<file path="config.mk">
export PLATFORM = sky130hd
export DESIGN_NAME = burst_wr_fsm
export DESIGN_NICKNAME = d
export VERILOG_FILES = /design/src/source/frame_buf_cfg_pkg.sv /design/src/source/mcb_wr_pkg.sv /design/src/source/burst_wr_fsm.sv
export SDC_FILE = /design/constraint.sdc
export NUM_CORES = 1
export LEC_CHECK = 0
export ABC_AREA = 1
export BUFFER_PORTS_ARGS = -buffer_cell sky130_fd_sc_hd__buf_2
export CAP_MARGIN = 20
export CELL_PAD_IN_SITES_DETAIL_PLACEMENT = 1
export CELL_PAD_IN_SITES_GLOBAL_PLACEMENT = 2
export CORE_UTILIZATION = 15
export DETAILED_ROUTE_END_ITERATION = 10
export PLACE_DENSITY_LB_ADDON = 0.08
export SLEW_MARGIN = 20
export SYNTH_ARGS = -nofsm -noshare
export SYNTH_HDL_FRONTEND = slang
export SYNTH_SLANG_ARGS = --single-unit
</file>
<file path="constraint.sdc">
create_clock -name clk -period 1.4 [get_ports clk]
set_input_delay 0.28 -clock clk [delete_from_list [all_inputs] [get_ports clk]]
set_output_delay 0.28 -clock clk [all_outputs]
set_load 0.05 [all_outputs]
</file>
<file path="src/source/frame_buf_cfg_pkg.sv">
// frame buffer write side configuration
// data, pointer, address and burst sizes plus the burst FSM states
package frame_buf_cfg_pkg;

	// --------------------------------------------------
	// data path
	// --------------------------------------------------
	// pixel word and memory word share one width
	localparam int DATA_WD          = 64;
	// 2 bit frame pointer, up to 4 slots
	localparam int PTR_WIDTH        = 2;

	// --------------------------------------------------
	// memory addressing
	// --------------------------------------------------
	// burst address inside the buffer
	localparam int WR_ADDR_WIDTH    = 10;
	// words per burst and counter width
	localparam int BURST_SIZE       = 32;
	localparam int WORD_CNT_WIDTH   = 5;
	// 32 words of 8 bytes give 8 zero low bits
	localparam int BURST_BYTE_SHIFT = 8;
	localparam int BYTE_ADDR_WIDTH  = 30;

	// front fifo size
	localparam int FRONT_FIFO_DEPTH = 256;
	localparam int FIFO_ADDR_WIDTH  = 8;

	// burst FSM states
	typedef enum logic [1:0] {
		S_IDLE = 2'd0,
		S_PTR  = 2'd1,
		S_WR   = 2'd2,
		S_CMD  = 2'd3
	} wr_state_t;

endpackage
</file>
<file path="src/source/mcb_wr_pkg.sv">
// memory controller write port types
// command word toward the controller and read side status from the reader
package mcb_wr_pkg;
	import frame_buf_cfg_pkg::*;

	// --------------------------------------------------
	// command port
	// --------------------------------------------------
	// burst length field of the controller, words minus one
	localparam int MCB_BL_WIDTH = 6;

	// one write command, bl in the top bits
	typedef struct packed {
		logic [MCB_BL_WIDTH-1:0]    bl;
		logic [BYTE_ADDR_WIDTH-1:0] byte_addr;
	} mcb_wr_cmd_t;

	// --------------------------------------------------
	// read side status
	// --------------------------------------------------
	// reader busy flag and the slot it holds
	typedef struct packed {
		logic                 reading;
		logic [PTR_WIDTH-1:0] rd_ptr;
	} rd_status_t;

endpackage

</file>
<file path="src/source/burst_wr_fsm.sv">
// frame and burst FSM, drains the front fifo into the controller write port
// issues one command per burst and packs the byte address from pointer and depth
`timescale 1ns/100ps

module burst_wr_fsm
	import frame_buf_cfg_pkg::*;
	import mcb_wr_pkg::*;
(
	input  logic                 clk,
	input  logic                 reset,
	input  logic                 i_fval,
	input  logic                 i_stream_enable,
	input  logic                 i_calib_done,
	input  logic [DATA_WD-1:0]   i_fifo_head,
	input  logic                 i_fifo_empty,
	input  logic                 i_wr_full,
	input  logic                 i_wr_cmd_full,
	input  logic [PTR_WIDTH-1:0] i_wr_ptr,
	input  logic [PTR_WIDTH-1:0] i_depth,
	input  logic                 i_ptr_change,
	input  logic                 i_frame_drop,
	output logic                 o_fifo_clear,
	output logic                 o_fifo_pop,
	output logic                 o_in_ptr,
	output logic                 o_in_idle,
	output logic                 o_stream_on,
	output logic                 o_wr_en,
	output logic [DATA_WD-1:0]   o_wr_data,
	output logic                 o_wr_cmd_en,
	output mcb_wr_cmd_t          o_wr_cmd
);

	wr_state_t                 state;
	wr_state_t                 next_state;
	logic                      fval_dly;
	logic                      fval_rise;
	logic                      stream_en_reg;
	logic                      stream_on;
	logic [1:0]                calib_sync;
	logic [WORD_CNT_WIDTH-1:0] word_cnt;
	logic [WR_ADDR_WIDTH-1:0]  wr_addr;
	logic [WR_ADDR_WIDTH-1:0]  packed_addr;
	logic                      cmd_en;
	logic                      pop;
	logic                      none_pending;
	logic                      drained;

	// --------------------------------------------------
	// input conditioning
	// --------------------------------------------------
	always_ff @(posedge clk) begin
		if (reset) begin
			fval_dly      <= 1'b0;
			stream_en_reg <= 1'b0;
			calib_sync    <= 2'b00;
		end else begin
			fval_dly   <= i_fval;
			calib_sync <= {calib_sync[0], i_calib_done};
			// enable only takes hold at a frame start
			if (!i_stream_enable) begin
				stream_en_reg <= 1'b0;
			end else if (fval_rise) begin
				stream_en_reg <= 1'b1;
			end
		end
	end

	assign fval_rise    = i_fval & ~fval_dly;
	// disable acts at once
	assign stream_on    = stream_en_reg & i_stream_enable;
	// flush leftovers at each frame start and while stopped
	assign o_fifo_clear = fval_rise | ~stream_on;

	// all ones or a command going out means no word pending
	assign none_pending = (word_cnt == WORD_CNT_WIDTH'(BURST_SIZE - 1)) || cmd_en;
	assign drained      = i_fifo_empty & ~i_fval;
	// no word moves in the cycle the command goes out
	assign pop = (state == S_WR) && !i_fifo_empty && !i_wr_full && stream_on && !cmd_en;

	// --------------------------------------------------
	// state machine
	// --------------------------------------------------
	always_ff @(posedge clk) begin
		if (reset) begin
			state <= S_IDLE;
		end else begin
			state <= next_state;
		end
	end

	always_comb begin
		next_state = state;
		case (state)
			S_IDLE: begin
				if (stream_on && calib_sync[1] && !i_fifo_empty) begin
					next_state = S_PTR;
				end
			end
			// two cycles, leave on the pointer change
			S_PTR: begin
				if (i_ptr_change) begin
					next_state = i_frame_drop ? S_IDLE : S_WR;
				end
			end
			S_WR: begin
				if ((drained || !stream_on) && none_pending) begin
					next_state = S_IDLE;
				end else if ((pop && word_cnt == WORD_CNT_WIDTH'(BURST_SIZE - 2)) ||
					drained || !stream_on) begin
					// full burst, or partial one at frame end or stop
					next_state = S_CMD;
				end
			end
			S_CMD: begin
				if (!i_wr_cmd_full) begin
					next_state = S_WR;
				end
			end
			default: next_state = S_IDLE;
		endcase
	end

	// --------------------------------------------------
	// word counter, burst address, command strobe
	// --------------------------------------------------
	always_ff @(posedge clk) begin
		if (reset || state == S_IDLE) begin
			word_cnt <= '1;
			wr_addr  <= '0;
		end else begin
			if (cmd_en) begin
				// next burst counts from all ones again
				word_cnt <= '1;
				wr_addr  <= wr_addr + 1'b1;
			end else if (pop) begin
				word_cnt <= word_cnt + 1'b1;
			end
		end
	end

	always_ff @(posedge clk) begin
		if (reset) begin
			cmd_en <= 1'b0;
		end else begin
			cmd_en <= (state == S_CMD) && !i_wr_cmd_full;
		end
	end

	// top bits of the burst address carry the pointer, as many as the depth needs
	always_comb begin
		packed_addr = wr_addr;
		if (i_depth == PTR_WIDTH'(2)) begin
			packed_addr[WR_ADDR_WIDTH-1] = i_wr_ptr[0];
		end else if (i_depth > PTR_WIDTH'(2)) begin
			packed_addr[WR_ADDR_WIDTH-1 -: PTR_WIDTH] = i_wr_ptr;
		end
	end

	// word_cnt and wr_addr are still steady while cmd_en is high
	assign o_wr_cmd.bl        = {{(MCB_BL_WIDTH-WORD_CNT_WIDTH){1'b0}}, word_cnt};
	assign o_wr_cmd.byte_addr = {{(BYTE_ADDR_WIDTH-WR_ADDR_WIDTH-BURST_BYTE_SHIFT){1'b0}},
		packed_addr, {BURST_BYTE_SHIFT{1'b0}}};

	assign o_wr_cmd_en = cmd_en;
	assign o_fifo_pop  = pop;
	assign o_wr_en     = pop;
	assign o_wr_data   = i_fifo_head;
	assign o_in_ptr    = (state == S_PTR);
	assign o_in_idle   = (state == S_IDLE);
	assign o_stream_on = stream_on;

	a_data_cmd_apart: assert property (@(posedge clk) disable iff (reset)
		!(o_wr_en && o_wr_cmd_en));

endmodule

</file>
==> impl_metrics.ini <==
[clock_network]
cts_buffer_depth = 2
htree_levels = 1
numCtsBuffers = 3
clk_latency_ps = 260
cts_hold_buffers = 0
clkTransAtPathRegs_ps = 70
cts_tree = yes
cts.sinks = 22
cts_root_buffer = clkbuf_16

[die]
die_h_um = 114
ioPinCount = 185
die_w_um = 114
core_area_um2 = 12100
start_util = 0.155
rows = 40
dieArea_um2 = 13000

[drt]
wl_um = 4480
ant_nets = 0
wl_per_cell_um = 10.8
drc = 0
via_count = 1340
vias_per_cell = 3.24
drt_iter0_markers = 21
firstDrtPassIters = 3

[finish]
top_register = wr_addr
top_regs = wr_addr: 10 flops, word_cnt: 5 flops
fillers = 1478
largest_register_ff_count = 10
syn_to_final_growth_pct = 14.2
diodes = 0
fin_cells = 414
nets = 329
drive_gt1_frac = 0.472

[status]
status = finished with violations
failed_checks = negative setup slack

[setup_path]
crit_arrival_ps = 1200
worst_ep_required_time_ps = 1120
critPathCaptureType = output pin
rrSetupSlack_ps = 10
reg2reg_to = state[1]
start_kind = flip-flop
critPathMaxFanout = 3
ff2ff_path_depth = 10
r2r-start = word_cnt[0]
crit_type = reg2out

[synth]
ys_seq_area_frac = 0.234
ys_warn_count = 0
yosysUniqueCellTypes = 31
ys_ff_latch = 22
syn_area_um2 = 1880
postSynthCellCount = 252
avgSynthCellArea_um2 = 7.47

[placed_design]
port_buffers = 35
dpl.hpwl_um = 3650
routabilityCongestion = 0.646
place_inst = 409

[power]
p_sw_frac = 0.383
pwr-share-clk = 0.313
power.switching_uw = 950
power_density_nw_per_um2 = 1150
intPower_mw = 1.53
irDropWorstVdd_mv = 0.449
comb_power_share = 0.407
power.total_mw = 2.48
seq_power_share = 0.280
p_leak_nw = 0.949

[global_route]
gr-total-overflow = 0
grt_max_degree = 14
grtUsageTotal = 0.0700
grt_pass1_wl_um = 6820
antenna_found_initial = 0
grt_pass1_vias = 1336

[hold_path]
whs_path_depth = 2
hp-start = i_wr_cmd_full
hold_path_class = in2reg
holdPathEnd = o_wr_cmd_en

[timing]
finClkSkew_ps = 5.67
final-hold-violation-count = 0
rsz0062_at_grt = yes
fin_crit_ps = 1480
max_freq_mhz = 678
fin_crit_sh = 1.05
holdWs_ps = 199
slew_violations = 0
setup_slack_ps = -75.0
final-setup-viol-count = 2

[job]
drv_cap = 0
[power groups by stage]
stage               sequential [mW]  clock [mW]  combinational [mW]
global route                  0.698       0.865                1.09
global placement              0.706           0               0.897
floorplan                     0.703           0                1.12
CTS                           0.695       0.839               0.948
finish                        0.694       0.777                1.01
detailed placement            0.705           0               0.881
[metal layers]
layer | GRT usage | wire (um)
met1 | 0.0814 | 1910
met3 | 0.0213 | 262
met5 | 0 | 0
met2 | 0.124 | 2270
met4 | 0.0182 | 38
[timing repair]
| action | in CTS | in global routing |
|---|---|---|
| buffers inserted | 1 | 1 |
| gates resized for setup | 22 | 28 |
| setup endpoints to repair | 11 | 15 |
| pin swaps | 2 | 7 |
[stage by stage]
step           TNS (ps)  worst slack, ps  utilization  area (um2)
2_1_floorplan     -62.7            -43.0            -        2010
3_3_place_gp       -211            -69.9        0.156        1890
3_5_place_dp       -200            -73.2        0.156        1890
4_1_cts            -280             -116        0.170        2060
5_1_grt            -442             -158        0.177        2150
6_report           -149            -75.0        0.177        2150
[layout make-up]
cell class / count / area (um2) / area share
repair buffers: 65 / 464 / 0.216
well taps: 168 / 210 / 0.0978
inverters: 23 / 101 / 0.0472
multi-input cells: 132 / 808 / 0.376
flip-flops and latches: 22 / 464 / 0.216
clock buffers: 4 / 100 / 0.0466
[cell usage after synthesis]
cell / count / area share
a21oi_1: 10 / 0.027
inv_2: 2 / 0.0040
nand3b_1: 2 / 0.0080
o21a_1: 1 / 0.0040
nor2_4: 1 / 0.0060
nor4_1: 1 / 0.0033
o211ai_1: 2 / 0.0080
o21ai_1: 1 / 0.0027
nor2_1: 20 / 0.040
dfxtp_1: 22 / 0.23
nor3_1: 6 / 0.016
nand2_2: 2 / 0.0066
ha_1: 4 / 0.027
or2_2: 1 / 0.0033
conb_1: 1 / 0.0020
a31oi_1: 2 / 0.0066
nor2_8: 3 / 0.032
nand3_1: 9 / 0.024
nor3b_1: 1 / 0.0040
o21ai_0: 8 / 0.021
nand2_4: 2 / 0.012
o2111ai_1: 1 / 0.0047
buf_4: 95 / 0.38
or2_0: 1 / 0.0033
nand4_1: 3 / 0.010
a21boi_2: 1 / 0.0060
and3_1: 1 / 0.0033
inv_4: 2 / 0.0066
inv_1: 19 / 0.038
nand2_1: 27 / 0.054
xor2_1: 1 / 0.0047
[cell usage in the layout, fill, tap and decap left out, drive strengths merged]
master,synthesis,layout
inv,23,23
nand4,3,3
nor2,24,24
nand2,31,31
buf,95,63
a31oi,2,2
xor2,1,1
a21boi,1,1
ha,4,4
o21a,1,1
conb,1,21
or2,2,2
clkbuf,0,6
dfxtp,22,22
a21oi,10,10
nand3,9,9
nor4,1,1
o211ai,2,2
nor3,6,6
nor3b,1,1
and3,1,1
o2111ai,1,1
o21ai,9,9
nand3b,2,2
[worst max-delay path, stage by stage (launching register included)]
cell,delay [ps]
dfxtp_2,340
inv_4,70
nand2_4,50
nor2_4,110
nand2_4,80
nor2_8,130
buf_8,160
[kinds of logic (layout without fill, tap and decap cells)]
kind of cell	after synthesis	count (layout)	share of synthesized area
simple gates	80	80	0.225
buf+inv	118	92	0.428
other cells	1	21	0.00199
flops	22	22	0.234
xor+xnor	1	1	0.00466
fa+ha+maj	4	4	0.0266
compound gates	26	26	0.0798
[worst max-delay path by stage]
stage                 end  cells after the start        start  slack [ps]
6_report          o_wr_en                      6     state[0]         -80
5_1_grt           o_wr_en                      6     state[0]        -160
4_1_cts           o_wr_en                      6     state[0]        -120
3_5_place_dp     state[1]                     10  word_cnt[0]         -70
3_3_place_gp   wr_addr[8]                      6   wr_addr[0]         -70
2_1_floorplan    state[1]                     10  word_cnt[0]         -40
No activity file was read; power rests on OpenSTA's default activity.
