==> src/source/frame_buf_cfg_pkg.sv <==
// frame buffer write side configuration
// data, pointer, address and burst sizes plus the burst FSM states
package frame_buf_cfg_pkg;

	// --------------------------------------------------
	// data path
	// --------------------------------------------------
	// pixel word and memory word share one width
	localparam int DATA_WD          = 64;
	// 2 bit frame pointer, up to 4 slots
	localparam int PTR_WIDTH        = 2;

	// --------------------------------------------------
	// memory addressing
	// --------------------------------------------------
	// burst address inside the buffer
	localparam int WR_ADDR_WIDTH    = 10;
	// words per burst and counter width
	localparam int BURST_SIZE       = 32;
	localparam int WORD_CNT_WIDTH   = 5;
	// 32 words of 8 bytes give 8 zero low bits
	localparam int BURST_BYTE_SHIFT = 8;
	localparam int BYTE_ADDR_WIDTH  = 30;

	// front fifo size
	localparam int FRONT_FIFO_DEPTH = 256;
	localparam int FIFO_ADDR_WIDTH  = 8;

	// burst FSM states
	typedef enum logic [1:0] {
		S_IDLE = 2'd0,
		S_PTR  = 2'd1,
		S_WR   = 2'd2,
		S_CMD  = 2'd3
	} wr_state_t;

endpackage
==> src/source/mcb_wr_pkg.sv <==
// memory controller write port types
// command word toward the controller and read side status from the reader
package mcb_wr_pkg;
	import frame_buf_cfg_pkg::*;

	// --------------------------------------------------
	// command port
	// --------------------------------------------------
	// burst length field of the controller, words minus one
	localparam int MCB_BL_WIDTH = 6;

	// one write command, bl in the top bits
	typedef struct packed {
		logic [MCB_BL_WIDTH-1:0]    bl;
		logic [BYTE_ADDR_WIDTH-1:0] byte_addr;
	} mcb_wr_cmd_t;

	// --------------------------------------------------
	// read side status
	// --------------------------------------------------
	// reader busy flag and the slot it holds
	typedef struct packed {
		logic                 reading;
		logic [PTR_WIDTH-1:0] rd_ptr;
	} rd_status_t;

endpackage

==> src/source/wr_ptr_ctrl.sv <==
// frame slot write pointer, steps around the slot the reader holds
// also keeps the frame depth and the flags toward the read side
`timescale 1ns/100ps

module wr_ptr_ctrl
	import frame_buf_cfg_pkg::*;
	import mcb_wr_pkg::*;
(
	input  logic                 clk,
	input  logic                 reset,
	input  logic                 i_in_ptr,
	input  logic                 i_in_idle,
	input  logic                 i_stream_on,
	input  logic [PTR_WIDTH-1:0] i_frame_depth,
	input  rd_status_t           i_rd_status,
	output logic [PTR_WIDTH-1:0] o_wr_ptr,
	output logic [PTR_WIDTH-1:0] o_depth,
	output logic                 o_ptr_change,
	output logic                 o_frame_drop,
	output logic                 o_writing
);

	logic [PTR_WIDTH-1:0] depth_reg;
	logic [PTR_WIDTH-1:0] wr_ptr;
	logic [PTR_WIDTH-1:0] depth_max;
	logic [PTR_WIDTH-1:0] ptr_inc;
	logic [PTR_WIDTH-1:0] rd_inc;
	logic                 ptr_change;

	// --------------------------------------------------
	// depth, sampled only between frames
	// --------------------------------------------------
	always_ff @(posedge clk) begin
		if (reset) begin
			depth_reg <= PTR_WIDTH'(1);
		end else if (i_in_idle) begin
			// zero depth is taken as one frame
			depth_reg <= (i_frame_depth == '0) ? PTR_WIDTH'(1) : i_frame_depth;
		end
	end

	// high for the second ptr cycle only
	always_ff @(posedge clk) begin
		if (reset) begin
			ptr_change <= 1'b0;
		end else begin
			ptr_change <= i_in_ptr & ~ptr_change;
		end
	end

	assign depth_max    = depth_reg - 1'b1;
	assign ptr_inc      = wr_ptr + 1'b1;
	assign rd_inc       = i_rd_status.rd_ptr + 1'b1;
	// single slot and reader busy, nowhere to write
	assign o_frame_drop = (depth_reg == PTR_WIDTH'(1)) && i_rd_status.reading;

	// --------------------------------------------------
	// pointer rotation
	// --------------------------------------------------
	always_ff @(posedge clk) begin
		if (reset || !i_stream_on || depth_reg == PTR_WIDTH'(1)) begin
			wr_ptr <= '0;
		end else if (ptr_change) begin
			// >= covers a depth lowered below the current pointer
			if (i_rd_status.reading) begin
				if (wr_ptr >= depth_max) begin
					wr_ptr <= (i_rd_status.rd_ptr == '0) ? PTR_WIDTH'(1) : '0;
				end else if (ptr_inc == i_rd_status.rd_ptr) begin
					// jump over the reader slot
					wr_ptr <= (i_rd_status.rd_ptr == depth_max) ? '0 : rd_inc;
				end else begin
					wr_ptr <= ptr_inc;
				end
			end else begin
				wr_ptr <= (wr_ptr >= depth_max) ? '0 : ptr_inc;
			end
		end
	end

	// writing changes together with the pointer
	always_ff @(posedge clk) begin
		if (reset || i_in_idle) begin
			o_writing <= 1'b0;
		end else if (ptr_change) begin
			o_writing <= ~o_frame_drop;
		end
	end

	assign o_wr_ptr     = wr_ptr;
	assign o_depth      = depth_reg;
	assign o_ptr_change = ptr_change;

	a_ptr_in_range: assert property (@(posedge clk) disable iff (reset)
		ptr_change |=> wr_ptr < depth_reg);

	// new slot never collides with the one being read
	a_skip_reader: assert property (@(posedge clk) disable iff (reset)
		ptr_change && i_stream_on && i_rd_status.reading && depth_reg > PTR_WIDTH'(1)
		|=> wr_ptr != $past(i_rd_status.rd_ptr));

endmodule

==> config.mk <==
export PLATFORM = sky130hd
export DESIGN_NAME = wr_ptr_ctrl
export DESIGN_NICKNAME = d
export VERILOG_FILES = /design/src/source/frame_buf_cfg_pkg.sv /design/src/source/mcb_wr_pkg.sv /design/src/source/wr_ptr_ctrl.sv
export SDC_FILE = /design/constraint.sdc
export NUM_CORES = 1
export LEC_CHECK = 0
export BUFFER_PORTS_ARGS = -buffer_cell sky130_fd_sc_hd__buf_4
export CAP_MARGIN = 0
export CELL_PAD_IN_SITES_DETAIL_PLACEMENT = 1
export CELL_PAD_IN_SITES_GLOBAL_PLACEMENT = 2
export CORE_MARGIN = 2
export CORE_UTILIZATION = 24
export CTS_CLUSTER_SIZE = 40
export DETAILED_ROUTE_END_ITERATION = 7
export GPL_ROUTABILITY_DRIVEN = 0
export PLACE_DENSITY = 0.71
export RECOVER_POWER = 50
export SYNTH_ARGS = -nofsm -noshare
export SYNTH_HDL_FRONTEND = slang
export SYNTH_SLANG_ARGS = --single-unit
==> constraint.sdc <==
create_clock -name clk -period 1.8 [get_ports clk]
set_clock_uncertainty 0.05 [all_clocks]
set_input_delay 0.18 -clock clk [delete_from_list [all_inputs] [get_ports clk]]
set_output_delay 0.18 -clock clk [all_outputs]
set_load 0.01 [all_outputs]
==> key figures, run 1 <==
Status
  – Status: finished, final reports clean

Power
  – Switch share: 26.5%
  – PD cells: 551 nW/µm²
  – Comb pwr share: 25.5%
  – Int Pwr: 263 µW
  – Flop pwr share: 40.2%
  – Pleak: 0.000273 µW
  – Peak supply drop: 0.000279 V
  – Clock group share of total power: 34.3%
  – Net Sw Power: 94.7 µW

Synthesis
  – Mean post-synth cell area: 7.98 µm²
  – Synth Flop Type: dfxtp_1
  – Cell taking the most area after synthesis: dfxtp_1
  – Synth warn: 0
  – #FFs+latches synth: 6
  – Asr flop ratio synth: 0%
  – Netlist Area Pre-Place: 447 µm²
  – Ranking of synthesized cells by area: dfxtp_1, ha_1, inv_1
  – Sequential area share after synthesis: 26.9%
  – Netlist cell types: 26
  – Syn_nets: 70
  – Post-synth top area share: 26.9%
  – Number of synthesized flops with an enable pin: 0
  – Mapped Cells: 56
  – Top-count cell post-synth: inv_1
  – Top post-synthesis cells by count: inv_1, dfxtp_1, nand2_1

GRT
  – First-pass GRT wire length: 2000 µm
  – GRT Residual Overflow: 0
  – GRT Overall Usage: 13.1%
  – Vias in the first global route: 470
  – Initial antenna violation count: 0
  – Largest net degree at the start of global routing: 9

Placement
  – Placed insts: 99
  – Port bufs: 16
  – Post-DP Area: 616 µm²
  – Hpwl dp: 954 µm

STA
  – Slew Viols, Final: 0
  – Relative slew margins: 77.7%
  – Final Hold Vio Count: 0
  – Final setup viols: 0
  – Setup repair after global routing missed its margin: no
  – Sum Neg Setup Slack: 0 ns
  – Slew @ Worst Pin: 0.326 ns
  – Crit share post-route: 92.7%
  – Max Freq: 599 MHz
  – Tmin final: 1.67 ns

Run
  – Max-Cap Viols: 0

Clock network
  – CTS root buf: clkbuf_4
  – Num CTS Buffers: 3
  – TritonCTS Sinks: 6
  – TritonCTS clock tree: done
  – # hold bufs at CTS: 0
  – Clock-pin transition on the worst setup and hold timing paths: 0.05 ns
  – Worst-skew pair later-pin latency: 0.24 ns
  – Largest buffer count on any clock path: 2
  – Max H-tree Level: 1

Floorplanning
  – Chip height: 47.1 µm
  – Initial core utilization: 25.6%
  – Width of the die: 47.1 µm
  – Core ar.: 1750 µm²
  – DIE AREA: 2220 µm²
  – Num ports: 17
  – Row cnt: 15

Setup path
  – CP Launch Type: flop
  – Bufs and invs on worst path: 2
  – Req. time, crit path: 1.88 ns
  – Crit path max fanout: 4
  – Worst setup path start: o_depth[1]$_SDFFE_PP0P_
  – Critical path's most frequent cell: inv_1
  – Worst endpoint data arrival time: 1.75 ns
  – Crit path max-delay family: adder cells
  – CP Class: flop to flop
  – Cell breakdown of the critical path: inv_1, ha_4, inv_1, ha_1, a21oi_2, o21ai_0, a21oi_1, nor3_1
  – CP Capture Type: flop
  – Worst R2R Setup Slack: 0.13 ns
  – Slowest-stage cell, CP: dfxtp_2
  – Reg-to-reg critical path startpoint: o_depth[1]$_SDFFE_PP0P_
  – Slowest cell delay on critical path: 0.33 ns

Drt
  – Mean routed wirelength per cell: 11.4 µm
  – Router iterations before antenna repair: 3
  – Via-to-Cell Ratio: 4.53
  – DRC errors left: 0
  – Post-DRT Antenna Nets: 0
  – First DRT Iteration DRCs: 5
  – Final WL: 1170 µm
  – Vias: 467

Hold path
  – Hold Path Origin: reset
  – Type of the worst min-delay path: input pin to flop

Layout
  – Finished Cell Area: 648 µm²
  – Final nets: 94
  – Area Growth Syn to Fin: 45.1%
  – Fraction of layout cells with a size suffix above 1: 32.1%
  – Final std cells w/o fill: 103
  – Antenna fix cells: 0
-- per-layer routing --
metal / vias up / global-route usage (%) / wire length (µm)
met4: 0 / 3.33 / 0
li1: 244 / - / -
met1: 212 / 16.8 / 552
met5: - / 0 / 0
met2: 11 / 19.2 / 575
met3: 0 / 6.92 / 45
-- area by class of cell --
type | count | area (µm²)
clock buffer | 3 | 22.5
fill | 208 | 1100
inverter | 7 | 26.3
multi-input combinational | 42 | 308
sequential | 6 | 121
tap | 25 | 31.3
timing repair buffer | 20 | 139
-- placed cells by master (no fill, tap or decap), drive strengths merged --
cell / count
buf: 17
inv: 7
nand2: 6
dfxtp: 6
clkbuf: 6
o21ai: 5
nor2: 4
a21oi: 4
ha: 4
nand3b: 2
xor2: 2
nand2b: 2
a2111oi: 2
and2: 1
nor3b: 1
and4bb: 1
o211ai: 1
a31oi: 1
o31ai: 1
a32oi: 1
xnor2: 1
o2111ai: 1
nor3: 1
mux2i: 1
-- power by group through the flow --
stage	combinational, µW	clock, µW	sequential, µW
finish	91.1	123	143
global route	103	143	144
CTS	86.6	132	143
detailed placement	86.2	0	146
global placement	85.9	0	146
floorplan	40.4	0	147
-- kinds of logic after synthesis --
family,after synthesis,synth area share (%)
AND/OR/NAND/NOR,18,21.8
multiplexers,1,2.24
flip-flops,6,26.9
buffers and inverters,8,7.00
XOR/XNOR,3,5.88
AO/OA/AOI/OAI,16,24.9
adder cells (fa/ha/maj),4,11.2
-- registers in the layout, summed over array words and instances, names as in the netlist --
signal        cells
o_ptr_change      1
o_wr_ptr          2
o_depth           2
o_writing         1
-- path summary, 6_finish.rpt --
check                             end  cells past startpoint
min reg2reg    o_writing$_SDFFE_PP0P_                      2
min           o_depth[1]$_SDFFE_PP0P_                      2
max reg2reg  o_wr_ptr[0]$_SDFFE_PP0P_                      8
max          o_wr_ptr[0]$_SDFFE_PP0P_                      8
-- what timing repair did --
action	CTS	global route
hold endpoints to repair	0	0
buffers inserted	0	1
setup endpoints to repair	0	2
resized for setup	0	2
-- through the flow --
step	power [µW]	utilization (%)	setup WS, ns	hold slack, ns
after floorplan	187	-	0.0990	0.202
after global placement	231	35.3	0.0854	0.338
after detailed placement	232	35.3	0.0294	0.338
after CTS	361	36.6	0.0286	0.0786
after global routing	390	37.1	0.0326	0.0635
final	357	37.1	0.131	0.0757
No activity file was read; power rests on OpenSTA's default activity.
==> run 2, diff against run 1 <==
BUFFER_PORTS_ARGS = -buffer_cell sky130_fd_sc_hd__buf_2   (was -buffer_cell sky130_fd_sc_hd__buf_4)
CORE_MARGIN = unset   (was 2)
CORE_UTILIZATION = 22   (was 24)
PLACE_DENSITY = 0.69   (was 0.71)
clock period = 1.45 ns   (was 1.8 ns; I/O delays follow)
==> run 2 against run 1 <==
  * The flow now finishes with violations (negative setup slack)
  * Non-clock buffer count increased by 8
  * Via count increased by 9.9%
  * Fmax increased by 4.8%
  * Routed wire length increased by 8.3%
  * Utilization increased by 1.4 points
  * Count of clock-buffer cells in the layout unchanged
  * Register-to-register slack got worse by 0.27 ns
  * Largest cell class unchanged
  * Highest routed layer unchanged
==> key figures, run 2 (synthesis results as in run 1) <==
Status
  – Status: finished with violations
  – Failing checks: negative setup slack

Placement
  – Post-Place Setup Slack: -0.161 ns
  – Port bufs: 16
  – Hpwl dp: 1060 µm

GRT
  – GRT Residual Overflow: 0
  – GRT Overall Usage: 14.0%
  – First-pass GRT wire length: 2110 µm
  – Vias in the first global route: 514
  – Largest net degree at the start of global routing: 9
  – Initial antenna violation count: 0

Layout
  – Fraction of layout cells with a size suffix above 1: 44.2%
  – Antenna fix cells: 0
  – Final nets: 102
  – Most frequent cells in the layout: buf_2, buf_4, nand2_1
  – Area Growth Syn to Fin: 56.9%
  – Fill cell count: 231
  – Most common cell after layout, fill and taps aside: buf_2
  – Fin util: 38.5%

Setup path
  – Crit path max-delay family: compound AO/OA/AOI/OAI gates
  – Worst R2R Setup Slack: -0.14 ns
  – Slowest cell delay on critical path: 0.38 ns
  – CP Capture Type: flop
  – R2R depth: 7
  – CP Class: flop to flop
  – Cell breakdown of the critical path: inv_1, ha_1, nand2b_1, a21oi_4, o21ai_1, a21oi_2, nor3_1
  – Bufs and invs on worst path: 1
  – Worst r2r dst: o_wr_ptr[0]$_SDFFE_PP0P_
  – Req. time, crit path: 1.54 ns
  – Crit path max fanout: 4
  – Crit path depth: 7
  – Reg-to-reg critical path startpoint: o_depth[0]$_SDFFE_PP1P_
  – Worst setup path start: o_depth[0]$_SDFFE_PP1P_
  – Worst endpoint data arrival time: 1.68 ns
  – Slowest-stage cell, CP: dfxtp_1
  – CP Launch Type: flop
  – CP Capture Point: o_wr_ptr[0]$_SDFFE_PP0P_

Clock network
  – Num CTS Buffers: 3
  – Worst-skew pair later-pin latency: 0.25 ns
  – TritonCTS Sinks: 6
  – Largest buffer count on any clock path: 2
  – Max H-tree Level: 1
  – TritonCTS clock tree: done
  – CTS root buf: clkbuf_4
  – Clock-pin transition on the worst setup and hold timing paths: 0.05 ns

STA
  – Sum Neg Setup Slack: -0.229 ns
  – Slew Viols, Final: 0
  – Crit share post-route: 110%
  – Tmin final: 1.59 ns
  – Slew @ Worst Pin: 0.293 ns
  – Relative slew margins: 80.0%
  – Setup repair after global routing missed its margin: yes
  – Final setup viols: 2
  – Post-route setup slack: -0.142 ns
  – Final Hold Vio Count: 0
  – Max Freq: 628 MHz

Hold path
  – Type of the worst min-delay path: input pin to flop
  – Hold depth: 2

Power
  – Comb pwr share: 27.7%
  – Net Sw Power: 127 µW
  – Flop pwr share: 38.7%
  – Switch share: 27.7%
  – Int Pwr: 332 µW
  – Peak supply drop: 0.000570 V
  – Clock group share of total power: 33.6%
  – Pleak: 0.000307 µW
  – PD cells: 655 nW/µm²

Floorplanning
  – Width of the die: 47.1 µm
  – Num ports: 17
  – Initial core utilization: 24.5%
  – Core ar.: 1820 µm²
  – Chip height: 47.1 µm
  – DIE AREA: 2210 µm²
  – Row cnt: 15

Drt
  – Post-DRT Antenna Nets: 0
  – Via-to-Cell Ratio: 4.62
  – DRC errors left: 0
  – Vias: 513
  – Final WL: 1270 µm
  – Mean routed wirelength per cell: 11.4 µm
  – Router iterations before antenna repair: 4
  – First DRT Iteration DRCs: 7

Run
  – Max-Cap Viols: 0
## run 2: cell count changes in the layout (fill, tap and decap cells not counted), sizes merged
cell    previous run  this run
buf               17        26
clkbuf             6         5
## run 2: final cells by class
cell class	count	area, µm²	share of cell area (%)
flip-flops and latches	6	121	17.3
clock buffers	3	22.5	3.21
inverters	7	26.3	3.75
repair buffers	28	168	23.9
well taps	25	31.3	4.46
multi-input cells	42	332	47.3
## run 2: worst reg2reg max path: cells and delay by family (launching register included)
family                   cells  cell delay [ns]
AO/OA/AOI/OAI                3             0.46
adder cells (fa/ha/maj)      1             0.26
buffers and inverters        1             0.09
flip-flops                   1             0.38
AND/OR/NAND/NOR              2             0.25
## run 2: per-layer routing
layer / share of wire, % / vias to the layer above / global-route usage (%)
met3: 4.9 / 0 / 6.92
met2: 46 / 13 / 21.9
met5: 0 / - / 0
li1: - / 260 / -
met4: 0 / 0 / 1.71
met1: 49 / 240 / 18.1
## run 2: power by group through the flow
stage	Sequential (µW)	Clock [µW]	Combinational (µW)
detailed placement	181	0	126
CTS	178	164	127
global route	179	173	142
global placement	181	0	124
floorplan	183	0	62.7
finish	177	154	127
## run 2: how the worst min path moves through the flow
stage | end | slack, ns | from
CTS | o_writing$_SDFFE_PP0P_ | 0.07 | i_in_idle
floorplan | o_depth[1]$_SDFFE_PP0P_ | 0.16 | reset
detailed placement | o_writing$_SDFFE_PP0P_ | 0.33 | i_in_idle
finish | o_depth[1]$_SDFFE_PP0P_ | 0.08 | reset
global route | o_depth[1]$_SDFFE_PP0P_ | 0.07 | reset
global placement | o_writing$_SDFFE_PP0P_ | 0.32 | i_in_idle
## run 2: metrics by stage
| step | power, µW | hold slack [ns] | area [µm²] | std cells |
|---|---|---|---|---|
| finish | 459 | 0.0801 | 701 | 111 |
| global route | 493 | 0.0719 | 701 | 111 |
| CTS | 469 | 0.0659 | 701 | 111 |
| detailed placement | 307 | 0.331 | 671 | 107 |
| global placement | 305 | 0.323 | 671 | 107 |
| floorplan | 246 | 0.160 | 482 | 56 |
## run 2: timing repair
action / 4_1_cts / 5_1_grt
setup endpoints to repair: 2 / 2
setup buffers: 1 / 0
hold buffers: 0 / 0
gates resized for setup: 0 / 1
pin swaps: 4 / 0
==> run 3, diff against run 2 <==
ABC_AREA = 1   (was unset)
CORE_UTILIZATION = 20   (was 22)
==> run 3 against run 2 <==
  * The run still ends with negative setup slack left
  * Global-route usage fell by 1.4 points
  * Synthesized cell count rose by 29%
  * Clock power about the same
  * Total power is 0.98% lower
  * Sequential share of layout area down 0.12 points
  * Critical path depth rose by 3
  * Critical path type unchanged
  * Largest power group unchanged
==> key figures, run 3 <==
Status
  – Status: finished with violations
  – Failing checks: negative setup slack

Setup path
  – Crit path max-delay family: adder cells
  – Worst setup path start: o_depth[1]$_SDFFE_PP0P_
  – CP Launch Type: flop
  – Worst endpoint data arrival time: 1.68 ns
  – CP Class: flop to flop
  – Slowest-stage cell, CP: dfxtp_2
  – Crit path max fanout: 3
  – Reg-to-reg critical path startpoint: o_depth[1]$_SDFFE_PP0P_
  – Slowest cell delay on critical path: 0.33 ns
  – Bufs and invs on worst path: 3
  – Req. time, crit path: 1.53 ns
  – Cell breakdown of the critical path: inv_2, ha_4, inv_2, ha_4, nand2_4, nand3_4, buf_6, nor2_1, a21oi_1, a21oi_2
  – CP Capture Type: flop

Drt
  – Final WL: 1280 µm
  – Met3 routed WL: 44 µm
  – Router iterations before antenna repair: 3
  – Post-DRT Antenna Nets: 0
  – Via-to-Cell Ratio: 4.11
  – DR top layer: met4
  – Vias: 522
  – DRC errors left: 0
  – Met2 wire length: 652 µm
  – M1 WL: 573 µm
  – Mean routed wirelength per cell: 10.1 µm
  – First DRT Iteration DRCs: 1

Placement
  – Placed insts: 123
  – Hpwl dp: 1080 µm
  – Port bufs: 16
  – Post-Place Setup Slack: -0.165 ns

GRT
  – First-pass GRT wire length: 2330 µm
  – Vias in the first global route: 571
  – Initial antenna violation count: 0
  – GRT Overall Usage: 12.7%
  – GRT Residual Overflow: 0
  – Largest net degree at the start of global routing: 8

Power
  – Clock group share of total power: 33.3%
  – Int Pwr: 327 µW
  – Switch share: 28.1%
  – Pleak: 0.000363 µW
  – Comb pwr share: 27.8%
  – PD cells: 644 nW/µm²
  – Net Sw Power: 128 µW
  – Flop pwr share: 38.9%
  – Peak supply drop: 0.000265 V

STA
  – Final Hold Vio Count: 0
  – Max Freq: 623 MHz
  – Post-route setup slack: -0.155 ns
  – Slew Viols, Final: 0
  – Final setup viols: 2
  – Relative slew margins: 84.8%
  – Crit share post-route: 111%
  – Tmin final: 1.60 ns
  – Worst Hold Slack: 0.0806 ns
  – Slew @ Worst Pin: 0.227 ns
  – Setup repair after global routing missed its margin: yes

Clock network
  – TritonCTS clock tree: done
  – Worst-skew pair later-pin latency: 0.24 ns
  – Max H-tree Level: 1
  – CTS root buf: clkbuf_4
  – Largest buffer count on any clock path: 2
  – # hold bufs at CTS: 0
  – TritonCTS Sinks: 6
  – Clock-pin transition on the worst setup and hold timing paths: 0.05 ns
  – Num CTS Buffers: 3

Synthesis
  – Top-count cell post-synth: nand2_1
  – Synth warn: 0
  – Synth Flop Type: dfxtp_1
  – Netlist Area Pre-Place: 442 µm²
  – Cell taking the most area after synthesis: dfxtp_1
  – Mean post-synth cell area: 6.13 µm²
  – Netlist cell types: 14
  – Post-synth top area share: 27.2%
  – #FFs+latches synth: 6
  – Sequential area share after synthesis: 27.2%
  – Top post-synthesis cells by count: nand2_1, inv_1, dfxtp_1, nand3_1, nor2_1
  – Asr flop ratio synth: 0%
  – Ranking of synthesized cells by area: dfxtp_1, nand2_1, inv_1
  – Syn_nets: 86
  – Number of synthesized flops with an enable pin: 0
  – Mapped Cells: 72

Layout
  – Antenna fix cells: 0
  – Final nets: 116
  – Most frequent cells in the layout: nand2_1, buf_2, inv_1
  – Fraction of layout cells with a size suffix above 1: 38.0%
  – Area Growth Syn to Fin: 59.8%
  – Fill cell count: 276
  – Final std cells w/o fill: 127
  – Most common cell after layout, fill and taps aside: nand2_1

Floorplanning
  – Row cnt: 16
  – Num ports: 17
  – Core ar.: 2020 µm²
  – Initial core utilization: 21.8%
  – DIE AREA: 2400 µm²
  – Chip height: 49.0 µm
  – Width of the die: 49.0 µm

Hold path
  – Type of the worst min-delay path: input pin to flop
  – Hold Path Origin: i_in_ptr

Run
  – Max-Cap Viols: 0
-- run 3: changes by cell type in the layout (fill, tap and decap cells not counted), sizes merged, moves of 3 or more --
cell   change
nand3      +6
buf        -3
inv        +8
nand2     +16
o21ai      -3
-- run 3: worst min-delay path, delay by kind of cell --
kind | cells | cell delay (ns)
simple gates | 2 | 0.12
buf+inv | 1 | 0.07
-- run 3: area by class of cell --
class / instances / area, µm² / area share, %
clock buffer: 3 / 22.5 / 3.19
inverter: 15 / 56.3 / 7.98
multi-input combinational: 51 / 322 / 45.6
sequential: 6 / 121 / 17.2
tap: 27 / 33.8 / 4.79
timing repair buffer: 25 / 150 / 21.3
-- run 3: logic make-up (layout without fill, tap and decap cells) --
logic type	Yosys count	count (layout)	share of synthesized area (%)
xor+xnor	2	2	3.97
flops	6	6	27.2
compound gates	9	9	11.0
buf+inv	15	43	12.7
fa+ha+maj	4	4	11.3
simple gates	36	36	33.7
-- run 3: worst paths after layout --
kind | endpoint | slack, ns | cells after the start
setup / recovery | o_wr_ptr[0]$_SDFFE_PP0P_ | -0.15 | 10
hold / removal | o_ptr_change$_SDFF_PP0_ | 0.08 | 3
setup reg to reg | o_wr_ptr[0]$_SDFFE_PP0P_ | -0.15 | 10
hold reg to reg | o_ptr_change$_SDFF_PP0_ | 0.46 | 1
-- run 3: power by group through the flow --
stage	Combinational (µW)	Sequential [µW]	Clock [µW]
after floorplan	62.7	183	0
after global placement	113	180	0
after detailed placement	114	180	0
after CTS	120	177	162
after global routing	144	177	173
final	126	177	151
-- run 3: routing by layer --
metal	GRT usage, %	vias to the layer above
li1	-	281
met1	14.6	226
met5	0	-
met4	7.35	0
met3	0.935	2
met2	22.9	13
-- run 3: repair_timing --
item,in CTS,in global routing
hold endpoints to repair,0,0
pin swaps,9,4
gates cloned,0,0
endpoints found under the setup margin,2,2
gates resized for setup,2,3
setup buffers,1,0
-- run 3: stage by stage --
step | power, µW | util [%] | setup TNS, ns | cell area (µm²)
after floorplan | 245 | - | -0.184 | 480
after global placement | 293 | 32.4 | -0.290 | 654
after detailed placement | 294 | 32.4 | -0.281 | 654
after CTS | 460 | 34.2 | -0.286 | 691
after global routing | 494 | 34.9 | -0.509 | 706
final | 454 | 34.9 | -0.297 | 706
